[src/source/soc_pkg.sv]
`default_nettype none

package soc_pkg;

    // ==========================================================
    // Address map
    // ==========================================================

    // Top nibble of the address picks the slave
    localparam int SLAVE_SEL_HI = 31;
    localparam int SLAVE_SEL_LO = 28;

    localparam logic [3:0] DMEM_BASE   = 4'h0;
    localparam logic [3:0] MTIMER_BASE = 4'h2;
    localparam logic [3:0] GPIO_BASE   = 4'h4;

    // Decoder port order
    typedef enum logic [1:0] {
        DMEM   = 2'd0,
        MTIMER = 2'd1,
        GPIO   = 2'd2
    } slave_e;

    localparam int NUM_SLAVES = 3;

    // ==========================================================
    // Slave sizes and register offsets
    // ==========================================================

    localparam int DMEM_WORDS = 256;
    localparam int GPIO_PINS  = 24;

    // Machine timer, two 64-bit registers in 32-bit halves
    localparam logic [3:0] MTIME_LO    = 4'h0;
    localparam logic [3:0] MTIME_HI    = 4'h4;
    localparam logic [3:0] MTIMECMP_LO = 4'h8;
    localparam logic [3:0] MTIMECMP_HI = 4'hC;

    localparam logic [3:0] GPIO_OUT = 4'h0;
    localparam logic [3:0] GPIO_EN  = 4'h4;
    localparam logic [3:0] GPIO_IN  = 4'h8;

endpackage

`default_nettype wire

[src/source/wb_pkg.sv]
`default_nettype none

package wb_pkg;

    localparam int XLEN  = 32;
    localparam int SEL_W = 4;

    // Same codes as funct3 of the RISC-V load/store opcodes
    typedef enum logic [2:0] {
        MEM_B  = 3'b000,
        MEM_H  = 3'b001,
        MEM_W  = 3'b010,
        MEM_BU = 3'b100,
        MEM_HU = 3'b101
    } mem_op_e;

    // ==========================================================
    // Processor port
    // ==========================================================

    typedef struct packed {
        logic [XLEN-1:0] addr;
        logic [XLEN-1:0] wdata;
        mem_op_e         op;
        logic            read;
        logic            write;
    } mem_req_t;

    typedef struct packed {
        logic [XLEN-1:0] rdata;
        logic            ack;
        logic            err;
    } mem_rsp_t;

    // ==========================================================
    // Wishbone
    // ==========================================================

    typedef struct packed {
        logic [XLEN-1:0]  adr;
        logic [XLEN-1:0]  dat;
        logic [SEL_W-1:0] sel;
        logic             we;
        logic             cyc;
        logic             stb;
    } wb_m2s_t;

    typedef struct packed {
        logic [XLEN-1:0] dat;
        logic            ack;
        logic            err;
    } wb_s2m_t;

    // Byte-lane merge used by every writable slave register
    function automatic logic [XLEN-1:0] merge_bytes(
        input logic [XLEN-1:0]  old_w,
        input logic [XLEN-1:0]  new_w,
        input logic [SEL_W-1:0] sel
    );
        logic [XLEN-1:0] res;
        res = old_w;
        for (int b = 0; b < SEL_W; b++) begin
            if (sel[b]) begin
                res[8*b +: 8] = new_w[8*b +: 8];
            end
        end
        return res;
    endfunction

endpackage

`default_nettype wire

[src/source/wb_addr_decoder.sv]
`timescale 1ns/100ps
`default_nettype none

module wb_addr_decoder (
    input  logic                                     clk,
    input  logic                                     rst_n_i,
    input  wb_pkg::wb_m2s_t                          m_i,
    output wb_pkg::wb_s2m_t                          m_o,
    output wb_pkg::wb_m2s_t [soc_pkg::NUM_SLAVES-1:0] s_o,
    input  wb_pkg::wb_s2m_t [soc_pkg::NUM_SLAVES-1:0] s_i
);
    import wb_pkg::*;
    import soc_pkg::*;

    logic [NUM_SLAVES-1:0] hit;
    logic [NUM_SLAVES-1:0] s_stb;
    logic                  err_q;

    always_comb begin
        hit = '0;
        case (m_i.adr[SLAVE_SEL_HI:SLAVE_SEL_LO])
            DMEM_BASE:   hit[DMEM]   = 1'b1;
            MTIMER_BASE: hit[MTIMER] = 1'b1;
            GPIO_BASE:   hit[GPIO]   = 1'b1;
            default:     hit = '0;
        endcase
    end

    // Fan out, strobes only to the addressed slave
    always_comb begin
        for (int i = 0; i < NUM_SLAVES; i++) begin
            s_o[i]     = m_i;
            s_o[i].cyc = m_i.cyc & hit[i];
            s_o[i].stb = m_i.stb & hit[i];
            s_stb[i]   = m_i.stb & hit[i];
        end
    end

    // Unmapped address gets its own error reply
    always_ff @(posedge clk) begin
        if (!rst_n_i) begin
            err_q <= 1'b0;
        end else begin
            err_q <= m_i.cyc && m_i.stb && !(|hit) && !err_q;
        end
    end

    always_comb begin
        m_o = '0;
        for (int i = 0; i < NUM_SLAVES; i++) begin
            if (hit[i]) begin
                m_o = s_i[i];
            end
        end
        if (err_q) begin
            m_o.ack = 1'b1;
            m_o.err = 1'b1;
        end
    end

    // At most one slave strobe, and never one together with the error reply
    a_one_slave: assert property (@(posedge clk) disable iff (!rst_n_i)
        $onehot0({s_stb, err_q}));

endmodule

`default_nettype wire

[config.mk]
export PLATFORM = sky130hd
export DESIGN_NAME = wb_addr_decoder
export DESIGN_NICKNAME = d
export VERILOG_FILES = /design/src/source/soc_pkg.sv /design/src/source/wb_pkg.sv /design/src/source/wb_addr_decoder.sv
export SDC_FILE = /design/constraint.sdc
export NUM_CORES = 1
export LEC_CHECK = 0
export BUFFER_PORTS_ARGS = -buffer_cell sky130_fd_sc_hd__clkbuf_2
export CORE_AREA = 2 2 166 168
export CTS_CLUSTER_DIAMETER = 100
export DETAILED_ROUTE_END_ITERATION = 8
export DIE_AREA = 0 0 168 170
export PLACE_DENSITY_LB_ADDON = 0.08
export SETUP_SLACK_MARGIN = 0.2
export SYNTH_ARGS = -nofsm -noshare
export SYNTH_HDL_FRONTEND = slang
export SYNTH_SLANG_ARGS = --single-unit
[constraint.sdc]
create_clock -name clk -period 1.05 [get_ports clk]
set_input_delay 0 -clock clk [delete_from_list [all_inputs] [get_ports clk]]
set_output_delay 0 -clock clk [all_outputs]
set_load 0.05 [all_outputs]
-- Word-level counts from Yosys, hierarchy flattened
Index checks and enable logic that the tools add are counted.
W data, S select, Z words.
- add/sub/neg operators: 0
- multiply operators: 0
- divide/modulo/power cells: 0
- magnitude comparators: 0
- equality and inequality tests: 2
- shift-type cells: 0
- multiplexer cells: 7
- bitwise operators: 6
- reductions and logical operators: 7
- operators with widths (cell ; count):
    $mux W34 ; 3
    $and A1 B1 Y1 ; 6
    $eq A4 B2 Y1 const B ; 1
    $eq A4 B3 Y1 const B ; 1
    $logic_not A4 Y1 ; 1
    $logic_and A1 B1 Y1 ; 3
    $mux W1 ; 3
    $reduce_or A3 Y1 ; 1
    $logic_not A1 Y1 ; 2
    $mux W2 ; 1
- flip-flop bits (word level): 1
- latch bits: 0
- memory bits (writable): 0
- ROM bits: 0
- bits of input ports: 175
- memories kept: 0

-- Depth between registers and ports, before layout
- word-level depth: 6
- gate-level depth with buffers: 4

-- Worst setup path before layout
No wires, ideal clock.
- path kind: input-to-output
- start point: in m_i[67] (netlist name)
- end point: out s_o[0] (netlist name)
- arrival: 1.668 ns
- data required time: 1.050 ns
- slack: -0.618 ns
- cell stages on the path: 3
- buffers on the path: 1
- path through: or3_1 buf_2 nor3b_1
- RTL lines (item ; RTL line ; source):
    from (decl) ; wb_addr_decoder.sv:7 ; input wb_pkg::wb_m2s_t m_i,
    to (decl) ; wb_addr_decoder.sv:9 ; output wb_pkg::wb_m2s_t [soc_pkg::NUM_SLAVES-1:0] s_o,

==> PnR_summary.wiki <==
{| class="wikitable"
! Metric !! Value
|-
| Outcome || finished with violations
|-
| Violated checks || setup timing
|-
| Most frequent cells after synthesis || sky130_fd_sc_hd__buf_4, sky130_fd_sc_hd__mux2i_1, sky130_fd_sc_hd__o2bb2ai_1, sky130_fd_sc_hd__buf_2, sky130_fd_sc_hd__o2bb2ai_2
|-
| Synth async-reset ratio || 0%
|-
| Top-area cell type share of the netlist area || 65.4%
|-
| Endpoint type of the worst setup path || primary output
|-
| Routed length per placed instance || 17.4 µm
|-
| YS warnings || 0
|-
| Arrival time at the worst endpoint || 1190 ps
|-
| 1st-iter DRT viols || 16
|-
| Part of the cycle the worst path needs || 113%
|-
| Ratio of routed vias to standard cells || 2.82
|-
| Cells along the critical path || clkbuf_16 -> or3_4 -> buf_16 -> nor3b_4 -> buf_12
|-
| Die span in y || 170 µm
|-
| Final count of negative-setup-slack endpoints || 37
|-
| Count of pins over their slew limit || 0
|-
| Reported max-cap violation count || 0
|-
| All-layer global routing usage || 6.89%
|-
| Synth Cell Area || 2410 µm²
|-
| Final core utilization || 14.5%
|-
| Max Clk Rate || 843 MHz
|-
| Hold Vio Cnt, Final || 0
|-
| Nets || 454
|-
| Register name with the most flops || err_q
|-
| Post-route setup slack || -137 ps
|-
| Total vias in the final route || 1743
|-
| Starting Density || 9.05%
|-
| Hold buffer count at cts || 0
|-
| Floorplan core area || 26700 µm²
|-
| Kind of launch point of the worst setup path || input port
|-
| Primary flip-flop cell chosen by synthesis mapping || sky130_fd_sc_hd__dfxtp_1
|-
| Tmin final || 1190 ps
|-
| Post-synthesis to final-layout area growth || 60.1%
|-
| Count of TritonRoute iterations in the first routing pass || 3
|-
| Slew @ Worst Pin || 309 ps
|-
| Category of the critical setup timing path || in2out
|-
| Cell variety after synth || 17
|-
| Fraction of layout cells with a size suffix above 1 || 90.3%
|-
| PwrDens || 408 nW/µm²
|-
| Total wirelength of the detailed-routed design || 10800 µm
|-
| Die outline area || 28600 µm²
|-
| Sum of internal, switching and leakage power || 1.57 mW
|-
| Most numerous cell in the Yosys netlist || sky130_fd_sc_hd__buf_4
|-
| Largest register FFs || 1
|-
| Placer's final routability congestion estimate || 0.630
|-
| Tightest Hold Check Type || in2out
|-
| Synth Area per Inst || 8.10 µm²
|-
| Number of antenna violations at the first check in global routing || 1
|-
| Most area-hungry cell type in the Yosys netlist || sky130_fd_sc_hd__buf_4
|-
| Largest net degree at the start of global routing || 14
|-
| Wire length of the first global-routing pass || 14700 µm
|-
| Setup repair after global routing missed its margin || yes
|-
| Largest cells by area after synthesis || sky130_fd_sc_hd__buf_4, sky130_fd_sc_hd__mux2i_1, sky130_fd_sc_hd__o2bb2ai_1
|-
| Die boundary width || 168 µm
|-
| Max FO, Critical Path || 6
|-
| Number of instances in the synthesized netlist || 298
|-
| Clock latency on the worst-skew pair || 0 ps
|-
| Critical path required time || 1050 ps
|-
| Delay contributed by the slowest stage of the critical path || 480 ps
|-
| Number of buffers added on ports || 161
|-
| Net count of the mapped netlist || 473
|-
| Largest voltage drop on the vdd net || 0.218 mV
|-
| DP HPWL || 9420 µm
|-
| Via count of the first global-routing pass || 1987
|-
| Cell Rows || 60
|-
| Largest clock skew in the final design || 0 ps
|-
| Count of flip-flops with a built-in enable after synthesis || 0
|-
| Cell leakage power || 1.59 nW
|-
| Master of the slowest instance on the critical path || sky130_fd_sc_hd__or3_4
|-
| Post-synthesis sequential area ratio || 0.830%
|-
| Top-level I/O count || 422
|-
| Number of nets still failing antenna checks after routing || 0
|-
| Post-route DRC || 0
|-
| Seq cells post-synth || 1
|-
| Slew HR || 78.8%
|-
| Total overflow reported by the global router || 0
|-
| Top Registers || err_q: 1 flops
|}
-- repair_timing --
item,4_1_cts,5_1_grt
setup buffers,4,2
setup endpoints to repair,41,41
resized for setup,63,12
pin swaps,8,5
cloned,3,1
-- report_power, final --
part / total, mW / leakage, nW / switching [mW] / internal, mW
logic: 1.53 / 1.59 / 0.785 / 0.747
clock network: 0.000000127 / 0.00000634 / 0 / 0.000000127
registers: 0.0422 / 0.00818 / 0.00185 / 0.0404
total: 1.57 / 1.59 / 0.787 / 0.788
-- placed cells by master, fill, tap and decap left out, drive strengths merged --
| cell type | instances |
|---|---|
| clkbuf | 122 |
| nor3 | 2 |
| nand4b | 1 |
| a221o | 2 |
| diode | 1 |
| and3 | 2 |
| dfxtp | 1 |
| and2 | 2 |
| o2bb2ai | 32 |
| buf | 75 |
| or3 | 1 |
| mux2 | 2 |
| nor3b | 2 |
| mux2i | 32 |
| nor4b | 1 |
-- worst max-delay path: cells and delay by family --
family	cells	cell delay (ps)
and+or+nand+nor	2	690
buffers and inverters	3	480
-- stage by stage --
| step | instances | area (µm²) | setup slack [ps] | hold slack, ps | setup TNS (ps) |
|---|---|---|---|---|---|
| after floorplan | 298 | 3020 | 9.46 | 148 | 0 |
| after CTS | 615 | 3810 | -182 | 0.654 | -4030 |
| after global routing | 618 | 3860 | -175 | 0.128 | -4100 |
| after global placement | 608 | 3370 | -206 | 0.654 | -4750 |
| after detailed placement | 608 | 3370 | -238 | 0.654 | -5200 |
| final | 619 | 3860 | -137 | 0.0276 | -2700 |
-- cell families after synthesis --
group	synth area share, %
buf+inv	67.8
compound gates	13.5
mux	14.2
simple gates	3.68
flops	0.830
-- layout make-up --
type                            count  area, µm²
Antenna cell                        1       2.50
Fill cell                        2961      22800
Tap cell                          341        427
Sequential cell                     1       20.0
Multi-Input combinational cell     79       1480
Timing Repair Buffer              197       1930
-- final timing paths --
| check | from | to | slack, ps | cells past startpoint |
|---|---|---|---|---|
| worst max-delay path | m_i[70] | s_o[0] | -140 | 5 |
| worst min-delay path | m_i[62] | s_o[133] | 0.03 | 0 |
| worst max register to register | err_q$_SDFF_PN0_ | err_q$_SDFF_PN0_ | 360 | 2 |
| worst min register to register | err_q$_SDFF_PN0_ | err_q$_SDFF_PN0_ | 610 | 2 |
-- routing by layer --
| layer | vias up | routed length [µm] | global-route usage [%] |
|---|---|---|---|
| li1 | 756 | - | - |
| met1 | 759 | 2760 | 5.68 |
| met2 | 219 | 5920 | 13.6 |
| met3 | 9 | 2060 | 5.19 |
| met4 | 0 | 55 | 0.340 |
| met5 | - | 0 | 0 |
No activity file was read; power rests on OpenSTA's default activity.
