$ cat src/source/soc_pkg.sv
`default_nettype none

package soc_pkg;

    // ==========================================================
    // Address map
    // ==========================================================

    // Top nibble of the address picks the slave
    localparam int SLAVE_SEL_HI = 31;
    localparam int SLAVE_SEL_LO = 28;

    localparam logic [3:0] DMEM_BASE   = 4'h0;
    localparam logic [3:0] MTIMER_BASE = 4'h2;
    localparam logic [3:0] GPIO_BASE   = 4'h4;

    // Decoder port order
    typedef enum logic [1:0] {
        DMEM   = 2'd0,
        MTIMER = 2'd1,
        GPIO   = 2'd2
    } slave_e;

    localparam int NUM_SLAVES = 3;

    // ==========================================================
    // Slave sizes and register offsets
    // ==========================================================

    localparam int DMEM_WORDS = 256;
    localparam int GPIO_PINS  = 24;

    // Machine timer, two 64-bit registers in 32-bit halves
    localparam logic [3:0] MTIME_LO    = 4'h0;
    localparam logic [3:0] MTIME_HI    = 4'h4;
    localparam logic [3:0] MTIMECMP_LO = 4'h8;
    localparam logic [3:0] MTIMECMP_HI = 4'hC;

    localparam logic [3:0] GPIO_OUT = 4'h0;
    localparam logic [3:0] GPIO_EN  = 4'h4;
    localparam logic [3:0] GPIO_IN  = 4'h8;

endpackage

`default_nettype wire

$ cat src/source/wb_pkg.sv
`default_nettype none

package wb_pkg;

    localparam int XLEN  = 32;
    localparam int SEL_W = 4;

    // Same codes as funct3 of the RISC-V load/store opcodes
    typedef enum logic [2:0] {
        MEM_B  = 3'b000,
        MEM_H  = 3'b001,
        MEM_W  = 3'b010,
        MEM_BU = 3'b100,
        MEM_HU = 3'b101
    } mem_op_e;

    // ==========================================================
    // Processor port
    // ==========================================================

    typedef struct packed {
        logic [XLEN-1:0] addr;
        logic [XLEN-1:0] wdata;
        mem_op_e         op;
        logic            read;
        logic            write;
    } mem_req_t;

    typedef struct packed {
        logic [XLEN-1:0] rdata;
        logic            ack;
        logic            err;
    } mem_rsp_t;

    // ==========================================================
    // Wishbone
    // ==========================================================

    typedef struct packed {
        logic [XLEN-1:0]  adr;
        logic [XLEN-1:0]  dat;
        logic [SEL_W-1:0] sel;
        logic             we;
        logic             cyc;
        logic             stb;
    } wb_m2s_t;

    typedef struct packed {
        logic [XLEN-1:0] dat;
        logic            ack;
        logic            err;
    } wb_s2m_t;

    // Byte-lane merge used by every writable slave register
    function automatic logic [XLEN-1:0] merge_bytes(
        input logic [XLEN-1:0]  old_w,
        input logic [XLEN-1:0]  new_w,
        input logic [SEL_W-1:0] sel
    );
        logic [XLEN-1:0] res;
        res = old_w;
        for (int b = 0; b < SEL_W; b++) begin
            if (sel[b]) begin
                res[8*b +: 8] = new_w[8*b +: 8];
            end
        end
        return res;
    endfunction

endpackage

`default_nettype wire

$ cat src/source/wb_gpio_port.sv
`timescale 1ns/100ps
`default_nettype none

module wb_gpio_port (
    input  logic                           clk,
    input  logic                           rst_n_i,
    input  wb_pkg::wb_m2s_t                wb_i,
    output wb_pkg::wb_s2m_t                wb_o,
    input  logic [soc_pkg::GPIO_PINS-1:0]  gpio_i,
    output logic [soc_pkg::GPIO_PINS-1:0]  gpio_o,
    output logic [soc_pkg::GPIO_PINS-1:0]  gpio_en_o
);
    import wb_pkg::*;
    import soc_pkg::*;

    logic [GPIO_PINS-1:0] out_q;
    logic [GPIO_PINS-1:0] en_q;
    logic [GPIO_PINS-1:0] sync1_q;
    logic [GPIO_PINS-1:0] sync2_q;
    logic                 ack_q;
    logic [XLEN-1:0]      rdata_q;
    logic                 req;
    logic [3:0]           reg_off;
    logic [XLEN-1:0]      out_new;
    logic [XLEN-1:0]      en_new;

    assign req     = wb_i.cyc & wb_i.stb & ~ack_q;
    assign reg_off = {wb_i.adr[3:2], 2'b00};

    assign out_new = merge_bytes(XLEN'(out_q), wb_i.dat, wb_i.sel);
    assign en_new  = merge_bytes(XLEN'(en_q), wb_i.dat, wb_i.sel);

    always_ff @(posedge clk) begin
        if (!rst_n_i) begin
            out_q <= '0;
            en_q  <= '0;
        end else if (req && wb_i.we) begin
            if (reg_off == GPIO_OUT) begin
                out_q <= out_new[GPIO_PINS-1:0];
            end
            if (reg_off == GPIO_EN) begin
                en_q <= en_new[GPIO_PINS-1:0];
            end
        end
    end

    // Two-flop synchronizer for the pad inputs
    always_ff @(posedge clk) begin
        sync1_q <= gpio_i;
        sync2_q <= sync1_q;
    end

    always_ff @(posedge clk) begin
        if (req) begin
            case (reg_off)
                GPIO_OUT: rdata_q <= XLEN'(out_q);
                GPIO_EN:  rdata_q <= XLEN'(en_q);
                GPIO_IN:  rdata_q <= XLEN'(sync2_q);
                default:  rdata_q <= '0;
            endcase
        end
    end

    always_ff @(posedge clk) begin
        if (!rst_n_i) begin
            ack_q <= 1'b0;
        end else begin
            ack_q <= req;
        end
    end

    assign gpio_o    = out_q;
    assign gpio_en_o = en_q;

    always_comb begin
        wb_o.dat = rdata_q;
        wb_o.ack = ack_q;
        wb_o.err = 1'b0;
    end

endmodule

`default_nettype wire

$ cat config.mk
export PLATFORM = sky130hd
export DESIGN_NAME = wb_gpio_port
export DESIGN_NICKNAME = d
export VERILOG_FILES = /design/src/source/soc_pkg.sv /design/src/source/wb_pkg.sv /design/src/source/wb_gpio_port.sv
export SDC_FILE = /design/constraint.sdc
export NUM_CORES = 1
export LEC_CHECK = 0
export BUFFER_PORTS_ARGS = -buffer_cell sky130_fd_sc_hd__buf_2
export CAP_MARGIN = 10
export CORE_MARGIN = 1
export CORE_UTILIZATION = 53
export CTS_BUF_LIST = sky130_fd_sc_hd__clkbuf_4
export DETAILED_ROUTE_END_ITERATION = 7
export PLACE_DENSITY = 0.89
export RECOVER_POWER = 25
export SLEW_MARGIN = 20
export SYNTH_ARGS = -nofsm -noshare
export SYNTH_HDL_FRONTEND = slang
export SYNTH_SLANG_ARGS = --single-unit
$ cat constraint.sdc
create_clock -name clk -period 2.9 [get_ports clk]
set_input_delay 0 -clock clk [delete_from_list [all_inputs] [get_ports clk]]
set_output_delay 0 -clock clk [all_outputs]
set_load 0.02 [all_outputs]
### Word level (Yosys, flattened, before mapping)

Index checks and enable logic that the tools add are counted.

* input bits: 97
* output and inout port bits: 82
* logic and storage cells: 24
* register bits: 129

* equal/unequal tests: 2
* bitwise gates (word level): 3
* reduce and logical (&&, ||, !) cells: 8
* muxes and demuxes: 1

Operators with widths (number)
* case mux 24 bit (3 select lines): 1
* AND reduction 3 bit: 6
* zero test 4 bit: 1
* AND 1 bit: 2
* == test 2 x 1 -> 1 bit, second input constant: 1
* == test 2 bit, second input constant: 1
* logical AND 1 bit: 1
* NOT 1 bit: 1

### Longest topological paths before layout

* depth after elaboration: 4
* mapped depth: 5
* mapped depth without buffers: 3

### Least setup slack after synthesis

Ideal clock, no wire load.

* path kind: reg-to-reg
* start: register ack_q
* end: register rdata_q[0], enable pin
* stages on the path, launching flop included: 2
* library setup time: 0.406 ns
* data required time: 2.494 ns
* arrival time: 1.361 ns
* setup slack: 1.133 ns
* path buffers: 0
* clock period less this slack: 1.767 ns
* cells stage by stage: dfxtp_1 -> nor2_1

* word-level cells in the longest chain between the ends: 2

RTL lines
* from (decl): RTL line wb_gpio_port.sv:20 `logic ack_q;`
* from (signal assigned): RTL line wb_gpio_port.sv:68 `ack_q <= req;`
* NOT 1 bit: RTL line wb_gpio_port.sv:27 `assign req = wb_i.cyc & wb_i.stb & ~ack_q;`
* AND 1 bit: RTL line wb_gpio_port.sv:27
* named net req: RTL line wb_gpio_port.sv:22 `logic req;`
* to (signal assigned): RTL line wb_gpio_port.sv:56 `GPIO_OUT: rdata_q <= XLEN'(out_q);`
* to (signal assigned): RTL line wb_gpio_port.sv:57 `GPIO_EN: rdata_q <= XLEN'(en_q);`
* to (signal assigned): RTL line wb_gpio_port.sv:58 `GPIO_IN: rdata_q <= XLEN'(sync2_q);`
* to (decl): RTL line wb_gpio_port.sv:21 `logic [XLEN-1:0] rdata_q;`

The timed path passes the listed nets, and every way through them passes these cells.
A chain may end at the register's enable or synchronous reset.

### Final worst setup path

* start: register ack_q
* end: register out_q[13], in the netlist gpio_o[13]

* word-level cells in the longest chain between the ends: 4

RTL lines
* NOT 1 bit: RTL line wb_gpio_port.sv:27
* AND 1 bit: RTL line wb_gpio_port.sv:27
* logical AND 1 bit: RTL line wb_gpio_port.sv:37 `end else if (req && wb_i.we) begin`
* AND reduction 3 bit (no line)
* to (signal assigned): RTL line wb_gpio_port.sv:39 `out_q <= out_new[GPIO_PINS-1:0];`
* to (decl): RTL line wb_gpio_port.sv:16 `logic [GPIO_PINS-1:0] out_q;`

Every way passes these cells.

==> metrics.cfg <==
[status]
outcome=finished, violations left
violations=capacitance limit, slew limit

[synthesis]
async_flop_share=0
synth-main-ff-cell=dfxtp_1
synthTopCellsByCount=nand2_1, dfxtp_1, mux2i_1
syn_area_um2=4160
synth-edff-count=24
ys_seq_area_frac=0.640
synthTopCellsByArea=dfxtp_1, mux2i_1, edfxtp_1, nand2_1, buf_4
yosysTopAreaCell=dfxtp_1
avgSynthCellArea_um2=11.6
synth_top_area_frac=0.467
yosysMostFrequentCell=nand2_1
ys_ff_latch=121
synth_cell_types=16
yosys_warnings=0
netlist_instances=358

[worst_setup_path]
cp-start-kind=flop
cp_slowest_stage_delay_ns=0.74
r2r-start=ack_q
endpoint_kind=flop
startpoint=ack_q
r2r_end=gpio_o[13]
crit_end=gpio_o[13]
arrival_ns=3.09
cp_max_fo=8
path_cells=nand4bb_1 > nor3_4 > mux2i_1 > dlygate4sd3_1
cp_slowest_cell=nor3_4
setup.worst_path.class=reg2reg
required_ns=3.34
r2r_setup_slack_ns=0.25
reg2reg_depth=4

[pwr]
p_leak_nw=2.55
p_per_area_nw_per_um2=561
ir_drop_mv=0.421

[floorplanning]
coreArea_um2=7410
die_h_um=90.6
std_cell_rows=31
initial_core_util=0.562
dieArea_um2=8210
die_w_um=90.6
io_pins=179

[timing]
finalSetupViolCount=0
tightest_slew_ns=1.95
grt_setup_unrepaired=no
min_period_over_period=0.913
finalSetupTns_ns=0
hold_violations=0
max_freq_mhz=378
fin_skew_ns=0.0201
final_max_slew_viol_count=25
period_needed_ns=2.65
fin_ws_ns=0.254
slew_headroom=-0.304

[final_layout]
antenna_cells=0
num-fill-cells=446
fin_nets=652
area_growth_pct=38.9
seq_area_um2=2660
drive_gt1_frac=0.299
multi_input_comb_area_um2=1380

[global_routing]
grt_pass1_wl_um=16800
grt_overflow_total=0
grt_pass1_vias=3498
antenna_found_initial=0
grt_start_max_net_pins=74
grt_use_total=0.267

[detailed_routing]
wire_per_inst_um=15.8
vias_per_cell=4.98
vias=3324
routed_wl_um=10500
drc=0
drtIter0Drc=81
firstDrtPassIters=4
antenna_left=0

[placement]
gp_congestion=0.739
place_ws_ns=0.790
hpwl_um=5940
portBuffers=130

[clock_network]
cts_made_buffers=17
cts_sinks=121
clk_path_buf_depth=2
root_buffer=clkbuf_4
h-tree-depth=4
cts_resized=0
path_clk_slew_ns=0.12
cts_tree=yes
clk_latency_ns=0.51

[min_path]
holdCritPathClass=in2reg

[flow_run]
max_cap_violations=1

==> critical path, delay by kind of cell (launching register included) <==
kind	cells	cell delay (ns)
multiplexers	1	0.27
AND/OR/NAND/NOR	2	1.39
flip-flops	1	0.34
buffers and inverters	1	0.57
==> through the flow <==
step                power, mW  hold slack, ns   util  instance area [um^2]  cells
floorplan                1.94          0.0277      -                  4190    366
global placement         2.00           0.103  0.651                  4820    569
detailed placement       2.01           0.104  0.651                  4820    569
CTS                      3.25          0.0300  0.780                  5780    667
global route             3.37          0.0184  0.780                  5780    667
finish                   3.24          0.0560  0.780                  5780    667
==> placed cells by master, fill, tap and decap left out <==
| cell type | count |
|---|---|
| clkinvlp_4 | 3 |
| nor3_4 | 3 |
| o21ai_0 | 7 |
| mux2i_1 | 72 |
| nor2_4 | 3 |
| dfxtp_1 | 97 |
| buf_4 | 2 |
| nand2_1 | 100 |
| clkbuf_4 | 17 |
| clkbuf_2 | 1 |
| nand3_1 | 3 |
| bufinv_16 | 2 |
| conb_1 | 9 |
| buf_2 | 128 |
| nor2b_1 | 1 |
| clkinv_4 | 4 |
| and2_1 | 1 |
| nor2_2 | 1 |
| dlygate4sd3_1 | 66 |
| nand4bb_1 | 1 |
| clkinv_2 | 1 |
| inv_6 | 5 |
| edfxtp_1 | 24 |
| o21ai_1 | 17 |
==> worst min path at each step <==
stage	from	endpoint	slack [ns]	depth (start not counted)
floorplan	gpio_i[0]	sync1_q[0]	0.03	0
global placement	gpio_i[7]	sync1_q[7]	0.10	1
finish	rst_n_i	gpio_en_o[2]	0.06	3
CTS	wb_i[42]	rdata_q[5]	0.03	2
global route	rst_n_i	gpio_en_o[2]	0.02	3
detailed placement	gpio_i[17]	sync1_q[17]	0.10	1
==> sequential cells by signal, summed over array words and instances, names as in the netlist <==
register	flops
ack_q	1
gpio_en_o	24
gpio_o	24
rdata_q	24
sync1_q	24
sync2_q	24
==> cell families (layout without fill, tap and decap cells) <==
| family | count (synthesis) | after routing | synth area share |
|---|---|---|---|
| other | 1 | 9 | 0.000901 |
| buffers and inverters | 27 | 229 | 0.0370 |
| multiplexers | 72 | 72 | 0.173 |
| AND/OR/NAND/NOR | 113 | 113 | 0.120 |
| AO/OA/AOI/OAI | 24 | 24 | 0.0289 |
| flip-flops | 121 | 121 | 0.640 |
==> power breakdown <==
group          switching [mW]  internal [mW]  total, mW
registers              0.0166           1.77       1.78
clock network           0.675          0.528       1.20
logic                   0.138          0.114      0.252
total                   0.830           2.41       3.24
==> cell type report <==
type                            count  area share
Multi-Input combinational cell    218       0.238
Timing Repair Buffer              197       0.229
Clock buffer                       17      0.0221
Sequential cell                   121       0.461
Clock inverter                     15      0.0288
Tap cell                           99      0.0214
==> repair_timing <==
action / CTS / global route
endpoints found under the setup margin: 0 / 0
hold buffers: 66 / 0
hold endpoints to repair: 83 / 0
buffers inserted: 0 / 0
==> metal layers <==
metal,vias to the layer above,share of wire,GRT usage
met4,0,0.0099,0.0914
li1,1593,-,-
met3,11,0.067,0.0901
met1,1570,0.38,0.279
met5,-,0,0
met2,150,0.54,0.495
(Power assumes the default switching activity.)
