File: src/source/wb_pkg.sv
`default_nettype none

package wb_pkg;

    localparam int XLEN  = 32;
    localparam int SEL_W = 4;

    // Same codes as funct3 of the RISC-V load/store opcodes
    typedef enum logic [2:0] {
        MEM_B  = 3'b000,
        MEM_H  = 3'b001,
        MEM_W  = 3'b010,
        MEM_BU = 3'b100,
        MEM_HU = 3'b101
    } mem_op_e;

    // ==========================================================
    // Processor port
    // ==========================================================

    typedef struct packed {
        logic [XLEN-1:0] addr;
        logic [XLEN-1:0] wdata;
        mem_op_e         op;
        logic            read;
        logic            write;
    } mem_req_t;

    typedef struct packed {
        logic [XLEN-1:0] rdata;
        logic            ack;
        logic            err;
    } mem_rsp_t;

    // ==========================================================
    // Wishbone
    // ==========================================================

    typedef struct packed {
        logic [XLEN-1:0]  adr;
        logic [XLEN-1:0]  dat;
        logic [SEL_W-1:0] sel;
        logic             we;
        logic             cyc;
        logic             stb;
    } wb_m2s_t;

    typedef struct packed {
        logic [XLEN-1:0] dat;
        logic            ack;
        logic            err;
    } wb_s2m_t;

    // Byte-lane merge used by every writable slave register
    function automatic logic [XLEN-1:0] merge_bytes(
        input logic [XLEN-1:0]  old_w,
        input logic [XLEN-1:0]  new_w,
        input logic [SEL_W-1:0] sel
    );
        logic [XLEN-1:0] res;
        res = old_w;
        for (int b = 0; b < SEL_W; b++) begin
            if (sel[b]) begin
                res[8*b +: 8] = new_w[8*b +: 8];
            end
        end
        return res;
    endfunction

endpackage

`default_nettype wire

File: src/source/wb_master_bridge.sv
`timescale 1ns/100ps
`default_nettype none

module wb_master_bridge (
    input  logic              clk,
    input  logic              rst_n_i,
    input  wb_pkg::mem_req_t  mem_req_i,
    output wb_pkg::mem_rsp_t  mem_rsp_o,
    output logic              mem_stall_o,
    output wb_pkg::wb_m2s_t   wb_o,
    input  wb_pkg::wb_s2m_t   wb_i
);
    import wb_pkg::*;

    typedef enum logic [1:0] {
        ST_IDLE,
        ST_BUSY,
        ST_HOLD
    } state_e;

    state_e           state_q;
    logic             stb_q;
    logic             req_v;
    logic [XLEN-1:0]  adr_q;
    logic [XLEN-1:0]  dat_q;
    logic [SEL_W-1:0] sel_q;
    logic             we_q;
    mem_op_e          op_q;
    logic [SEL_W-1:0] sel_d;
    logic [XLEN-1:0]  wdata_d;
    logic [7:0]       ld_byte;
    logic [15:0]      ld_half;

    assign req_v = mem_req_i.read | mem_req_i.write;

    // ==========================================================
    // Store sizing
    // ==========================================================

    always_comb begin
        case (mem_req_i.op)
            MEM_B, MEM_BU: begin
                sel_d   = 4'b0001 << mem_req_i.addr[1:0];
                wdata_d = {4{mem_req_i.wdata[7:0]}};
            end
            MEM_H, MEM_HU: begin
                sel_d   = mem_req_i.addr[1] ? 4'b1100 : 4'b0011;
                wdata_d = {2{mem_req_i.wdata[15:0]}};
            end
            default: begin
                sel_d   = '1;
                wdata_d = mem_req_i.wdata;
            end
        endcase
    end

    // Control FSM, one transfer in flight
    always_ff @(posedge clk) begin
        if (!rst_n_i) begin
            state_q <= ST_IDLE;
            stb_q   <= 1'b0;
        end else begin
            case (state_q)
                ST_IDLE: begin
                    if (req_v) begin
                        state_q <= ST_BUSY;
                        stb_q   <= 1'b1;
                    end
                end
                ST_BUSY: begin
                    if (wb_i.ack) begin
                        state_q <= ST_HOLD;
                        stb_q   <= 1'b0;
                    end
                end
                // request is still up right after ack
                ST_HOLD: begin
                    if (!req_v) begin
                        state_q <= ST_IDLE;
                    end
                end
                default: state_q <= ST_IDLE;
            endcase
        end
    end

    always_ff @(posedge clk) begin
        if (state_q == ST_IDLE && req_v) begin
            adr_q <= mem_req_i.addr;
            dat_q <= wdata_d;
            sel_q <= sel_d;
            we_q  <= mem_req_i.write;
            op_q  <= mem_req_i.op;
        end
    end

    always_comb begin
        wb_o.adr = adr_q;
        wb_o.dat = dat_q;
        wb_o.sel = sel_q;
        wb_o.we  = we_q;
        wb_o.cyc = stb_q;
        wb_o.stb = stb_q;
    end

    // ==========================================================
    // Load alignment and extension
    // ==========================================================

    assign ld_byte = wb_i.dat[{adr_q[1:0], 3'b000} +: 8];
    assign ld_half = wb_i.dat[{adr_q[1], 4'b0000} +: 16];

    always_comb begin
        case (op_q)
            MEM_B:   mem_rsp_o.rdata = {{24{ld_byte[7]}}, ld_byte};
            MEM_BU:  mem_rsp_o.rdata = {24'b0, ld_byte};
            MEM_H:   mem_rsp_o.rdata = {{16{ld_half[15]}}, ld_half};
            MEM_HU:  mem_rsp_o.rdata = {16'b0, ld_half};
            default: mem_rsp_o.rdata = wb_i.dat;
        endcase
        mem_rsp_o.ack = wb_i.ack;
        mem_rsp_o.err = wb_i.err;
    end

    assign mem_stall_o = (state_q == ST_IDLE && req_v) || (state_q == ST_BUSY && !wb_i.ack);

    // Slave or decoder reply must land on a strobe held since the cycle before
    a_ack_in_cycle: assert property (@(posedge clk) disable iff (!rst_n_i)
        wb_i.ack |-> stb_q && $past(stb_q));

endmodule

`default_nettype wire

File: config.mk
export PLATFORM = sky130hd
export DESIGN_NAME = wb_master_bridge
export DESIGN_NICKNAME = d
export VERILOG_FILES = /design/src/source/wb_pkg.sv /design/src/source/wb_master_bridge.sv
export SDC_FILE = /design/constraint.sdc
export NUM_CORES = 1
export LEC_CHECK = 0
export BUFFER_PORTS_ARGS = -buffer_cell sky130_fd_sc_hd__buf_2
export CAP_MARGIN = 30
export CELL_PAD_IN_SITES_DETAIL_PLACEMENT = 0
export CELL_PAD_IN_SITES_GLOBAL_PLACEMENT = 2
export CORE_MARGIN = 5
export CORE_UTILIZATION = 28
export CTS_CLUSTER_DIAMETER = 80
export CTS_CLUSTER_SIZE = 14
export DETAILED_ROUTE_END_ITERATION = 16
export PLACE_DENSITY = 0.86
export SLEW_MARGIN = 30
export SYNTH_ARGS = -nofsm -noshare
export SYNTH_HDL_FRONTEND = slang
export SYNTH_SLANG_ARGS = --single-unit
File: constraint.sdc
create_clock -name clk -period 11.5 [get_ports clk]
set_input_delay 1.725 -clock clk [delete_from_list [all_inputs] [get_ports clk]]
set_output_delay 1.725 -clock clk [all_outputs]
set_load 0.005 [all_outputs]
After elaboration in Yosys (flattened, before gate mapping)
Cells that the tools add are included.

Reduce and logical (&&, ||, !) cells: 12. Muxes and demuxes: 11. Eq/ne operators: 11. Bitwise operators: 1. Shifts and indexed selects: 3.

Operators by type and width (count): 32-bit one-hot mux with 4 select lines (1); 32-bit one-hot mux with 2 select lines (1); 32-bit by 6-bit indexed part select with 16-bit output (1); 32-bit by 6-bit indexed part select with 8-bit output (1); 3-bit equality test (second input constant) (4); 4-bit one-hot mux with 2 select lines (1); 3-bit by 1-bit equality test with 1-bit output (second input constant) (2); 3-bit zero test (2); 2-bit 2-to-1 mux (3); 2-bit != test (second input constant) (3); 2-bit one-hot mux with 3 select lines (1); 3-bit AND reduction (2); 4-bit 2-to-1 mux (1); 2-bit OR reduction (2); 1-bit by 2-bit left shift with 4-bit output (first input constant) (1); 2-bit by 1-bit equality test with 1-bit output (second input constant) (1); 2-bit equality test (second input constant) (1); 1-bit logical AND (2); 2-bit zero test (1); 1-bit 2-to-1 mux (2); 1-bit one-hot mux with 2 select lines (1); 2-bit nonzero test (1); 1-bit zero test (1); 1-bit logical OR (1); 1-bit bitwise OR (1).

Word-level logic and storage cells: 45. Input port bits: 105. Output and inout bits: 106. Register bits after elaboration: 75.

Longest topological paths before layout
Word-level depth: 3. Depth in mapped cells: 5. Mapped depth without buffers: 3.

Least setup slack after synthesis
Ideal clock, no wire load.

Path type: input -> register. From: in mem_req_i[0] (netlist name). To: reg adr_q[0] (enable). Data arrival time: 6.646 ns. Path buffers: 0. Stages on the path: 2. Setup time: 0.591 ns. Setup slack: 4.263 ns. Data required time: 10.909 ns. Cells stage by stage: nor2_1 -> nor3_1.

Word-level cells in the longest chain between the ends: 2.

Ends and longest elaborated chain: start, declared (RTL line wb_master_bridge.sv:7) `input wb_pkg::mem_req_t mem_req_i,`; 1-bit bitwise OR (RTL line wb_master_bridge.sv:34) `assign req_v = mem_req_i.read | mem_req_i.write;`; 1-bit logical AND (RTL line wb_master_bridge.sv:88) `if (state_q == ST_IDLE && req_v) begin`; end signal, assigned (RTL line wb_master_bridge.sv:89) `adr_q <= mem_req_i.addr;`; end, declared (RTL line wb_master_bridge.sv:24) `logic [XLEN-1:0] adr_q;`.

Every way passes these cells. A chain may end at the register's enable or synchronous reset.

==> out/results.txt <==
Die area: 14,600 sq um
Crit-path cells: buf_2 > mux4_2 > a22oi_4 > nand2_1 > buf_2
Status: completed
Highest clock rate: 208 MHz
Initial antenna violation count: 0
Max cap viols: 0
Comb pwr share: 0.178
Post-route DRC: 0
PortBufs: 208
Cell Count Post-Placement: 587
Via density: 4.78
Final-stage net count: 556
Vias: 2,880
Measured slew at the worst slew-check pin: 799 ps
P_int: 568 uW
Post-Syn Area: 3430 sq um
Reg power frac: 0.453
Clock power frac: 0.369
Final WL: 10,100 microns
Core Rows: 40
Number of flops mapped to enable cells by yosys: 72
Synth async-reset ratio: 0
NetSw: 192 uW
CP Max Fanout: 16
RR Endpoint: dat_q[24]$_DFFE_PP_
Worst hold start: stb_q$_SDFFE_PN0P_
Post-synthesis area per instance: 13.7 sq um
Cells after Synth: 251
Final min period: 4800 ps
RSZ-0062 raised after global routing: no
Max layer used: met4
CP arrival: 3080 ps
CTS H-tree lvls: 3
First DRT Iteration DRCs: 241
Most common cell after layout, fill and taps aside: buf_2
Area Overhead vs Synth: 42.0%
GRT Util Overall: 0.134
Worst hold path type: reg2reg
Synth Register Bits: 75
Net switching share of the total power: 0.252
Reg2reg setup slack: 9340 ps
Post-place setup slack: 6700 ps
Pins Over Slew Limit: 0
Placeable Area: 12,000 sq um
Die Y-Extent: 121 microns
WL per Instance: 16.7 microns
CP max-delay cell: mux4_2
Crit path kind: in2out
Area contributors post-synth: edfxtp_1 (63%), mux2_2 (5.9%), nand2_1 (4.5%), mux2i_1 (4.4%), a221o_1 (2.3%)
Final Non-Filler Cells: 603
Max-slew headroom at the worst pin: 0.466
Vias in the first global route: 2,938
Share of the synthesized area in the top cell type: 0.630
Largest net degree at the start of global routing: 56
Fin Clk Skew: 4.23 ps
Detailed placement HPWL: 7820 microns
Final Hold Violating Endpoints: 0
Post_cts resized: 0
Fillers: 1,165
Setup repair bufs after CTS: 0
First-pass GRT wire length: 15,300 microns
CP delay by family, top: multiplexers
DRT antenna net count: 0
DR pass1 iterations: 4
Longest Clk Path Bufs: 2
Clock transition at the registers of the reported paths: 60 ps
CTS buffer count: 9
Hold Path End: stb_q$_SDFFE_PN0P_
Grt ovf: 0
DRT met1 WL: 3830 microns
Width of the chip: 121 microns
Root cell of the clock tree: clkbuf_16
Clk Latency, worst-skew pair: 330 ps
Antenna Diode Count: 0
CP max stage delay: 530 ps
Synth cell types: 34
Share of layout cells above drive strength 1: 0.544
Dominant synthesized flop cell: edfxtp_1
Cell Pwr Density: 156 nW/um^2
Tcrit/Tclk final: 0.417
Initial Util: 0.286
CTS tree: done
CP most frequent cell: buf_2
Cts hold-fix bufs: 0
Top Ports: 211
Met3 Wirelength: 1310 microns
Final hold slack: 627 ps
Post-synthesis sequential area ratio: 0.648
GPL Wtd Cong: 0.856
Worst path buffer plus inverter count: 2
Setup TNS: 0 ps
CP Capture Type: output port
Pleak: 2.23 nW
CTS sink cnt: 75
Required @ worst endpoint: 9780 ps
Commonest non-fill, non-tap cells in the layout: buf_2 (208), edfxtp_1 (72), nand2_1 (41)
Routed wl met2: 4840 microns
R2r startpoint: state_q[0]$_SDFFE_PN0P_
R2r worst-path depth: 2
Worst Slack Setup Final: 6700 ps
Worst IR drop on VDD: 108 uV
Final setup viols: 0
Post-Syn Nets: 356
Hold Crit Depth: 3
Ys Warns: 0
Cell taking the most area after synthesis: edfxtp_1
Nature of the critical path startpoint: input port
==> kinds of logic after synthesis <==
| group | share of synthesized area |
|---|---|
| buffers and inverters | 0.0397 |
| flip-flops | 0.648 |
| AND/OR/NAND/NOR | 0.0853 |
| AO/OA/AOI/OAI | 0.118 |
| multiplexers | 0.109 |
==> through the flow <==
step                 util  area [sq um]  power, mW
floorplan               -          3430      0.417
global route        0.406          4870      0.798
CTS                 0.406          4870      0.771
finish              0.406          4870      0.760
detailed placement  0.381          4570      0.488
global placement    0.379          4560      0.484
==> metal layers <==
layer  global-route usage  vias to the layer above
met5                    0                        -
met4               0.0411                        0
met3               0.0664                       12
met2                0.220                      167
met1                0.152                     1343
li1                     -                     1358
==> state kept, by name, summed over array words and instances (netlist names) <==
register  flops
dat_q        32
adr_q        32
op_q          3
we_q          1
state_q       2
sel_q         4
stb_q         1
==> power by group through the flow <==
stage	Combinational, mW	Sequential, mW	Clock (mW)
CTS	0.138	0.345	0.288
global placement	0.135	0.349	0
global route	0.149	0.348	0.302
finish	0.135	0.344	0.281
floorplan	0.0618	0.355	0
detailed placement	0.137	0.350	0
==> synthesized netlist by cell type, types with 2 or more instances <==
| master | instances |
|---|---|
| mux2_2 | 18 |
| buf_1 | 2 |
| nand2_1 | 41 |
| nand2b_1 | 2 |
| clkbuf_1 | 10 |
| dfxtp_1 | 3 |
| inv_1 | 4 |
| o21bai_1 | 5 |
| edfxtp_1 | 72 |
| nor2b_1 | 8 |
| a221o_1 | 8 |
| o21a_1 | 3 |
| a22o_1 | 8 |
| buf_6 | 2 |
| nor3_1 | 4 |
| o21ai_0 | 14 |
| buf_4 | 6 |
| a21oi_1 | 4 |
| a222oi_1 | 6 |
| nor2_1 | 3 |
| mux2i_1 | 15 |
==> how the worst max path moves through the flow <==
stage	start	end	slack, ps	cells after the start
finish	wb_i[33]	mem_rsp_o[20]	6700	5
global placement	wb_i[33]	mem_rsp_o[27]	6750	5
global route	wb_i[33]	mem_rsp_o[20]	6610	5
floorplan	mem_req_i[0]	adr_q[0]$_DFFE_PP_	4260	2
detailed placement	wb_i[33]	mem_rsp_o[20]	6700	5
CTS	wb_i[33]	mem_rsp_o[20]	6690	5
==> worst min-delay path, stage by stage (launching register included) <==
cell and delay [ps]:
dfxtp_1 320, inv_1 70, a21oi_1 40, o21a_1 160
==> cell type report <==
type                    count  area (sq um)  share of cell area
inverters                   5          18.8             0.00385
multi-input cells         150          1090               0.224
clock buffers              10           229              0.0470
flip-flops and latches     75          2220               0.456
well taps                 147           184              0.0378
repair buffers            210          1060               0.217
clock inverters             6          71.3              0.0146
Note: power is estimated with default switching activity, not from simulation.
