===== src/source/soc_pkg.sv =====
`default_nettype none

package soc_pkg;

    // ==========================================================
    // Address map
    // ==========================================================

    // Top nibble of the address picks the slave
    localparam int SLAVE_SEL_HI = 31;
    localparam int SLAVE_SEL_LO = 28;

    localparam logic [3:0] DMEM_BASE   = 4'h0;
    localparam logic [3:0] MTIMER_BASE = 4'h2;
    localparam logic [3:0] GPIO_BASE   = 4'h4;

    // Decoder port order
    typedef enum logic [1:0] {
        DMEM   = 2'd0,
        MTIMER = 2'd1,
        GPIO   = 2'd2
    } slave_e;

    localparam int NUM_SLAVES = 3;

    // ==========================================================
    // Slave sizes and register offsets
    // ==========================================================

    localparam int DMEM_WORDS = 256;
    localparam int GPIO_PINS  = 24;

    // Machine timer, two 64-bit registers in 32-bit halves
    localparam logic [3:0] MTIME_LO    = 4'h0;
    localparam logic [3:0] MTIME_HI    = 4'h4;
    localparam logic [3:0] MTIMECMP_LO = 4'h8;
    localparam logic [3:0] MTIMECMP_HI = 4'hC;

    localparam logic [3:0] GPIO_OUT = 4'h0;
    localparam logic [3:0] GPIO_EN  = 4'h4;
    localparam logic [3:0] GPIO_IN  = 4'h8;

endpackage

`default_nettype wire


===== src/source/wb_pkg.sv =====
`default_nettype none

package wb_pkg;

    localparam int XLEN  = 32;
    localparam int SEL_W = 4;

    // Same codes as funct3 of the RISC-V load/store opcodes
    typedef enum logic [2:0] {
        MEM_B  = 3'b000,
        MEM_H  = 3'b001,
        MEM_W  = 3'b010,
        MEM_BU = 3'b100,
        MEM_HU = 3'b101
    } mem_op_e;

    // ==========================================================
    // Processor port
    // ==========================================================

    typedef struct packed {
        logic [XLEN-1:0] addr;
        logic [XLEN-1:0] wdata;
        mem_op_e         op;
        logic            read;
        logic            write;
    } mem_req_t;

    typedef struct packed {
        logic [XLEN-1:0] rdata;
        logic            ack;
        logic            err;
    } mem_rsp_t;

    // ==========================================================
    // Wishbone
    // ==========================================================

    typedef struct packed {
        logic [XLEN-1:0]  adr;
        logic [XLEN-1:0]  dat;
        logic [SEL_W-1:0] sel;
        logic             we;
        logic             cyc;
        logic             stb;
    } wb_m2s_t;

    typedef struct packed {
        logic [XLEN-1:0] dat;
        logic            ack;
        logic            err;
    } wb_s2m_t;

    // Byte-lane merge used by every writable slave register
    function automatic logic [XLEN-1:0] merge_bytes(
        input logic [XLEN-1:0]  old_w,
        input logic [XLEN-1:0]  new_w,
        input logic [SEL_W-1:0] sel
    );
        logic [XLEN-1:0] res;
        res = old_w;
        for (int b = 0; b < SEL_W; b++) begin
            if (sel[b]) begin
                res[8*b +: 8] = new_w[8*b +: 8];
            end
        end
        return res;
    endfunction

endpackage

`default_nettype wire


===== src/source/wb_mtimer.sv =====
`timescale 1ns/100ps
`default_nettype none

module wb_mtimer (
    input  logic            clk,
    input  logic            rst_n_i,
    input  wb_pkg::wb_m2s_t wb_i,
    output wb_pkg::wb_s2m_t wb_o,
    output logic            timer_irq_o
);
    import wb_pkg::*;
    import soc_pkg::*;

    logic [63:0]     mtime_q;
    logic [63:0]     mtimecmp_q;
    logic            irq_q;
    logic            ack_q;
    logic [XLEN-1:0] rdata_q;
    logic            req;
    logic            wr;
    logic [3:0]      reg_off;
    logic [XLEN-1:0] cmp_lo_new;
    logic [XLEN-1:0] cmp_hi_new;

    assign req     = wb_i.cyc & wb_i.stb & ~ack_q;
    assign wr      = req & wb_i.we;
    assign reg_off = {wb_i.adr[3:2], 2'b00};

    assign cmp_lo_new = merge_bytes(mtimecmp_q[31:0], wb_i.dat, wb_i.sel);
    assign cmp_hi_new = merge_bytes(mtimecmp_q[63:32], wb_i.dat, wb_i.sel);

    // ==========================================================
    // Counter and compare
    // ==========================================================

    // mtime ignores bus writes
    always_ff @(posedge clk) begin
        if (!rst_n_i) begin
            mtime_q <= '0;
        end else begin
            mtime_q <= mtime_q + 64'd1;
        end
    end

    always_ff @(posedge clk) begin
        if (!rst_n_i) begin
            mtimecmp_q <= '1;
        end else if (wr) begin
            if (reg_off == MTIMECMP_LO) begin
                mtimecmp_q[31:0] <= cmp_lo_new;
            end
            if (reg_off == MTIMECMP_HI) begin
                mtimecmp_q[63:32] <= cmp_hi_new;
            end
        end
    end

    always_ff @(posedge clk) begin
        if (!rst_n_i) begin
            irq_q <= 1'b0;
        end else begin
            irq_q <= (mtime_q >= mtimecmp_q);
        end
    end

    assign timer_irq_o = irq_q;

    // ==========================================================
    // Bus read
    // ==========================================================

    always_ff @(posedge clk) begin
        if (req) begin
            case (reg_off)
                MTIME_LO:    rdata_q <= mtime_q[31:0];
                MTIME_HI:    rdata_q <= mtime_q[63:32];
                MTIMECMP_LO: rdata_q <= mtimecmp_q[31:0];
                MTIMECMP_HI: rdata_q <= mtimecmp_q[63:32];
                default:     rdata_q <= '0;
            endcase
        end
    end

    always_ff @(posedge clk) begin
        if (!rst_n_i) begin
            ack_q <= 1'b0;
        end else begin
            ack_q <= req;
        end
    end

    always_comb begin
        wb_o.dat = rdata_q;
        wb_o.ack = ack_q;
        wb_o.err = 1'b0;
    end

endmodule

`default_nettype wire


===== config.mk =====
export PLATFORM = sky130hd
export DESIGN_NAME = wb_mtimer
export DESIGN_NICKNAME = d
export VERILOG_FILES = /design/src/source/soc_pkg.sv /design/src/source/wb_pkg.sv /design/src/source/wb_mtimer.sv
export SDC_FILE = /design/constraint.sdc
export NUM_CORES = 1
export LEC_CHECK = 0
export BUFFER_PORTS_ARGS = -buffer_cell sky130_fd_sc_hd__buf_4
export CAP_MARGIN = 20
export CORE_UTILIZATION = 40
export CTS_BUF_LIST = sky130_fd_sc_hd__clkbuf_8
export DETAILED_ROUTE_END_ITERATION = 6
export SLEW_MARGIN = 15
export SYNTH_ARGS = -nofsm -noshare
export SYNTH_HDL_FRONTEND = slang
export SYNTH_SLANG_ARGS = --single-unit

===== constraint.sdc =====
create_clock -name clk -period 3.7 [get_ports clk]
set_clock_uncertainty 0.1 [all_clocks]
set_input_delay 0.74 -clock clk [delete_from_list [all_inputs] [get_ports clk]]
set_output_delay 0.74 -clock clk [all_outputs]
set_load 0.01 [all_outputs]

Word level (Yosys, flattened, before mapping)
Cells that the tools add are included.
{ "totals": {"wordCells": 31, "ff_bits": 162} }
{ "op_classes": {"magnitude_cmp": 1, "bitwise": 4, "n_eq_ne": 3, "n_mux": 1, "n_addsub": 1, "n_reduce_logical": 9} }
{ "ops": {"columns": ["operator", "count"], "rows": [
  ["case mux 32 bit (4 select lines)", 1],
  ["adder 64 x 1 -> 64 bit (second input constant)", 1],
  ["greater-or-equal comparator 64 bit", 1],
  ["AND reduction 3 bit", 8],
  ["equality test 2 bit (second input constant)", 2],
  ["logical NOT 4 bit", 1],
  ["bitwise AND 1 bit", 3],
  ["equality test 2 x 1 -> 1 bit (second input constant)", 1],
  ["NOT 1 bit", 1]
]} }

Longest topological paths before layout
{ "depth": {"word_depth": 4, "ltp_mapped": 8} }

Worst setup path before layout
Ideal clock, no wire load.
{ "synth_path": {"kind": "input port to flip-flop", "start": "in wb_i[0] (netlist bit)", "end": "reg mtimecmp_q[16]", "setup_ps": 141, "setup_slack_ps": 764, "stages": 7, "arrival_time_ps": 2695, "path_cell_list": "and3b_1 > nand3_1 > nor2_1 > and2_1 > clkbuf_1 > clkbuf_1 > o211ai_1"} }
{ "synth_via": {"elab_chain_len": 4} }
{ "synth_lines": {"columns": ["element", "line", "source"], "rows": [
  ["start, declared", "wb_mtimer.sv:7", "input wb_pkg::wb_m2s_t wb_i,"],
  ["bitwise AND 1 bit (2 in a row)", "wb_mtimer.sv:25", "assign req = wb_i.cyc & wb_i.stb & ~ack_q;"],
  ["bitwise AND 1 bit", "wb_mtimer.sv:26", "assign wr = req & wb_i.we;"],
  ["AND reduction 3 bit (no source line)", null, null],
  ["end signal, assigned", "wb_mtimer.sv:50", "mtimecmp_q[31:0] <= cmp_lo_new;"],
  ["end, declared", "wb_mtimer.sv:15", "logic [63:0] mtimecmp_q;"]
]} }
No other way between the ends.
A chain may end at the register's enable or synchronous reset.

Worst setup path in the final report
{ "layout_path": {"start": "reg mtime_q[29]", "end": "reg mtime_q[54]"} }
{ "layout_via": {"elab_chain_len": 1} }
{ "layout_lines": {"columns": ["element", "line", "source"], "rows": [
  ["start, declared", "wb_mtimer.sv:14", "logic [63:0] mtime_q;"],
  ["start signal, assigned", "wb_mtimer.sv:41", "mtime_q <= mtime_q + 64'd1;"],
  ["adder 64 x 1 -> 64 bit", "wb_mtimer.sv:41", null]
]} }
No other way between the ends.

==> results.ini <==
[pwr]
power.share.sequential_pct = 53.1
power.internal_w = 0.00269
p_total_w = 0.00347
power.net_switching_w = 0.000783
power.density_nw_per_um2 = 349
vdd_drop_max_v = 0.000234
power_frac_comb_pct = 5.9
power.leakage_nw = 4.49
clockPowerShare_pct = 40.9
power.share.switching_pct = 22.6

[clocking]
cts-buffers-inserted = 17
cts_resized = 0
cts_setup_buffers = 0
cts_max_path_buffers = 2
clk-insertion-delay-late_ns = 0.46
ctsRootBufferMaster = sky130_fd_sc_hd__clkbuf_8
cts.reportedPaths.clkPinSlew_ns = 0.09
clock_sink_count = 162
htreeDepth = 4
cts_hold_buffers = 0
cts_tree = yes

[grt]
first_global_vias = 6201
grt.total_usage_pct = 19.9
grt_pass1_wl_um = 33900
number_of_antenna_violations_at_the_first_check_in_global_routing = 0
largest_net_degree_at_the_start_of_global_routing = 84
grt_overflow = 0

[synth]
synth-edff-count = 32
mappedNetlistArea_sq_um = 8710
synthArstFlopShare_pct = 0
synth_ff_type = sky130_fd_sc_hd__dfxtp_1
yosys_register_bits = 162
post_synth_num_cell_types = 58
yosysWarningCount = 0
synthCells = 873
synth_nets = 1011
syn-mean-instance-area_sq_um = 9.97
synth_sequential_area_ratio_pct = 40.9

[min_path]
hold_path_startpoint = wb_i[32]
min-delay-path-class = input pin to flip-flop
hold_end = mtimecmp_q[57]$_SDFFE_PN1P_
hold_depth = 3

[setup_path]
kind_of_launch_point_of_the_worst_setup_path = flip-flop
worst-endpoint-required_ns = 3.93
critical_path.max_fanout = 10
crit_path_end_kind = flip-flop
path_class = flip-flop to flip-flop
r2r-start = mtime_q[29]$_SDFF_PN0_
critPathArrivalTime_ns = 3.05
timing.reg2reg.setup_slack_ns = 0.88
timing.reg2reg.worst_path_depth = 6
timing.critical_path.from = mtime_q[29]$_SDFF_PN0_
timing.rr.end = mtime_q[54]$_SDFF_PN0_

[floorplan]
start_util_pct = 41.2
fp.coreArea_sq_um = 21200
die_h_um = 150
floorplan.die_area_sq_um = 22400
core.rowCount = 53
top_level_ports = 108
die_x_um = 150

[layout]
nFillCells = 2014
finalInstanceArea_sq_um = 9930
utilization_pct = 46.9
drive_above_1_share_pct = 17.9
diode_count = 0
syn2layout_area_growth_pct = 14.0
finish.net_count = 1068

[placement]
gp_congestion = 0.824
post_detailed_placement_cell_area_sq_um = 9500
placement.io_buffers = 76
post-dp-hpwl_um = 15000

[sta]
worstMarginPinSlew_ns = 0.834
relSlewSlack_pct = 44.0
unrepaired_setup_endpoints_after_global_routing = false
period_share_pct = 76.2
period_minus_slack_ns = 2.82
slew_viol_final = 0
setup_viol = 0
fin_setup_tns_ns = 0
achievable-frequency_mhz = 355
report.final.hold_viol_count = 0

[drt]
drt_pre_antenna_iters = 6
via_count = 6526
drt-initial-drc-count = 419
postRouteAntennaNets = 0
drc = 0
post_drt_via_cell_ratio = 5.36
totalWireLength_um = 20800
drt-wirelength-per-cell_um = 17.1

[flow_run]
max_cap_viols = 0

[outcome]
outcome = completed

[worst max-delay path by stage]
stage	endpoint	slack, ns
finish	mtime_q[54]$_SDFF_PN0_	0.88
global route	mtime_q[54]$_SDFF_PN0_	0.64
CTS	mtime_q[54]$_SDFF_PN0_	0.92
detailed placement	mtime_q[54]$_SDFF_PN0_	0.96
global placement	mtime_q[54]$_SDFF_PN0_	0.97
floorplan	mtimecmp_q[16]$_SDFFE_PN1P_	0.76
[cells in the mapped netlist, types with 3 or more instances]
cell,n,area share [%]
sky130_fd_sc_hd__dfxtp_1,130,30
sky130_fd_sc_hd__nand2_1,105,4.5
sky130_fd_sc_hd__o211ai_1,72,6.2
sky130_fd_sc_hd__inv_1,70,3.0
sky130_fd_sc_hd__ha_1,65,9.3
sky130_fd_sc_hd__and2_1,53,3.8
sky130_fd_sc_hd__clkbuf_1,36,1.6
sky130_fd_sc_hd__nand3_1,33,1.9
sky130_fd_sc_hd__edfxtp_1,32,11
sky130_fd_sc_hd__mux4_2,31,8.0
sky130_fd_sc_hd__nand4_1,31,2.2
sky130_fd_sc_hd__xnor2_1,31,3.1
sky130_fd_sc_hd__a21oi_1,25,1.4
sky130_fd_sc_hd__o21ai_0,13,0.75
sky130_fd_sc_hd__nand2b_1,12,0.86
sky130_fd_sc_hd__nor2_1,12,0.52
sky130_fd_sc_hd__xor2_1,11,1.1
sky130_fd_sc_hd__a21o_1,8,0.69
sky130_fd_sc_hd__and3_1,8,0.57
sky130_fd_sc_hd__a21boi_0,7,0.60
sky130_fd_sc_hd__mux2i_1,6,0.69
sky130_fd_sc_hd__nor3_1,6,0.34
sky130_fd_sc_hd__nor3_2,6,0.69
sky130_fd_sc_hd__or3_1,6,0.43
sky130_fd_sc_hd__buf_2,5,0.29
sky130_fd_sc_hd__nor2b_1,5,0.36
sky130_fd_sc_hd__nor4_1,5,0.36
sky130_fd_sc_hd__and4_1,4,0.40
sky130_fd_sc_hd__o31ai_1,4,0.34
sky130_fd_sc_hd__and3_2,3,0.26
sky130_fd_sc_hd__and4_2,3,0.34
sky130_fd_sc_hd__buf_4,3,0.26
[layer usage]
metal	track usage (%)	wire [um]	vias up	share of wire [%]
met5	0	0	-	0
met4	6.28	299	0	1.4
met3	3.63	751	22	3.6
met2	31.0	9500	125	46
met1	27.7	10300	3108	49
li1	-	-	3271	-
[area by class of cell]
cell class	count	area, sq um	area share [%]
inverter	70	263	2.65
timing repair buffer	85	638	6.43
clock buffer	19	262	2.63
tap	275	344	3.47
clock inverter	13	169	1.70
multi-input combinational	594	4690	47.2
sequential	162	3560	35.9
[power groups by stage]
stage,combinational [W],clock [W],sequential (W)
floorplan,0.000108,0,0.00189
global placement,0.000208,0,0.00188
detailed placement,0.000210,0,0.00188
CTS,0.000210,0.00146,0.00184
global route,0.000228,0.00153,0.00185
finish,0.000206,0.00142,0.00184
[registers in the layout (all words and copies together) (netlist names)]
register,count
mtimecmp_q,64
mtime_q,64
ack_q,1
timer_irq_o,1
rdata_q,32
[placed cells by master (no fill, tap or decap), types with 13 or more instances in the layout]
cell type and count:
sky130_fd_sc_hd__o211ai_1 72, sky130_fd_sc_hd__ha_1 65, sky130_fd_sc_hd__clkbuf_8 19, sky130_fd_sc_hd__edfxtp_1 32, sky130_fd_sc_hd__nand4_1 31, sky130_fd_sc_hd__dfxtp_1 130
sky130_fd_sc_hd__inv_1 73, sky130_fd_sc_hd__xnor2_1 31, sky130_fd_sc_hd__and2_1 53, sky130_fd_sc_hd__buf_4 85, sky130_fd_sc_hd__o21ai_0 13, sky130_fd_sc_hd__a21oi_1 25
sky130_fd_sc_hd__nand3_1 33, sky130_fd_sc_hd__mux4_2 31, sky130_fd_sc_hd__nand2_1 105
[cell families after synthesis]
| group | Yosys count | share of synthesized area (%) |
|---|---|---|
| muxes | 38 | 9.01 |
| DFF | 162 | 40.9 |
| buffers and inverters | 117 | 5.26 |
| adders and majority gates | 65 | 9.34 |
| and+or+nand+nor | 306 | 19.7 |
| AOI/OAI and AO/OA | 142 | 11.5 |
| other | 1 | 0.0431 |
| xor gates and xnor gates | 42 | 4.22 |
[worst max-delay path: stages (launching register included)]
cell and delay [ns]:
sky130_fd_sc_hd__dfxtp_1 0.44, sky130_fd_sc_hd__and3_2 0.25, sky130_fd_sc_hd__nand3_2 0.29, sky130_fd_sc_hd__nor3_1 0.79
sky130_fd_sc_hd__nand3_1 0.34, sky130_fd_sc_hd__o311ai_1 0.37, sky130_fd_sc_hd__o41ai_1 0.12
[through the flow]
stage | setup WS, ns | hold slack (ns) | cells
floorplan | 0.764 | 0.360 | 873
global placement | 0.966 | 0.400 | 1186
detailed placement | 0.957 | 0.406 | 1186
CTS | 0.916 | 0.377 | 1218
global route | 0.635 | 0.381 | 1218
finish | 0.880 | 0.405 | 1218
(Power assumes the default switching activity.)
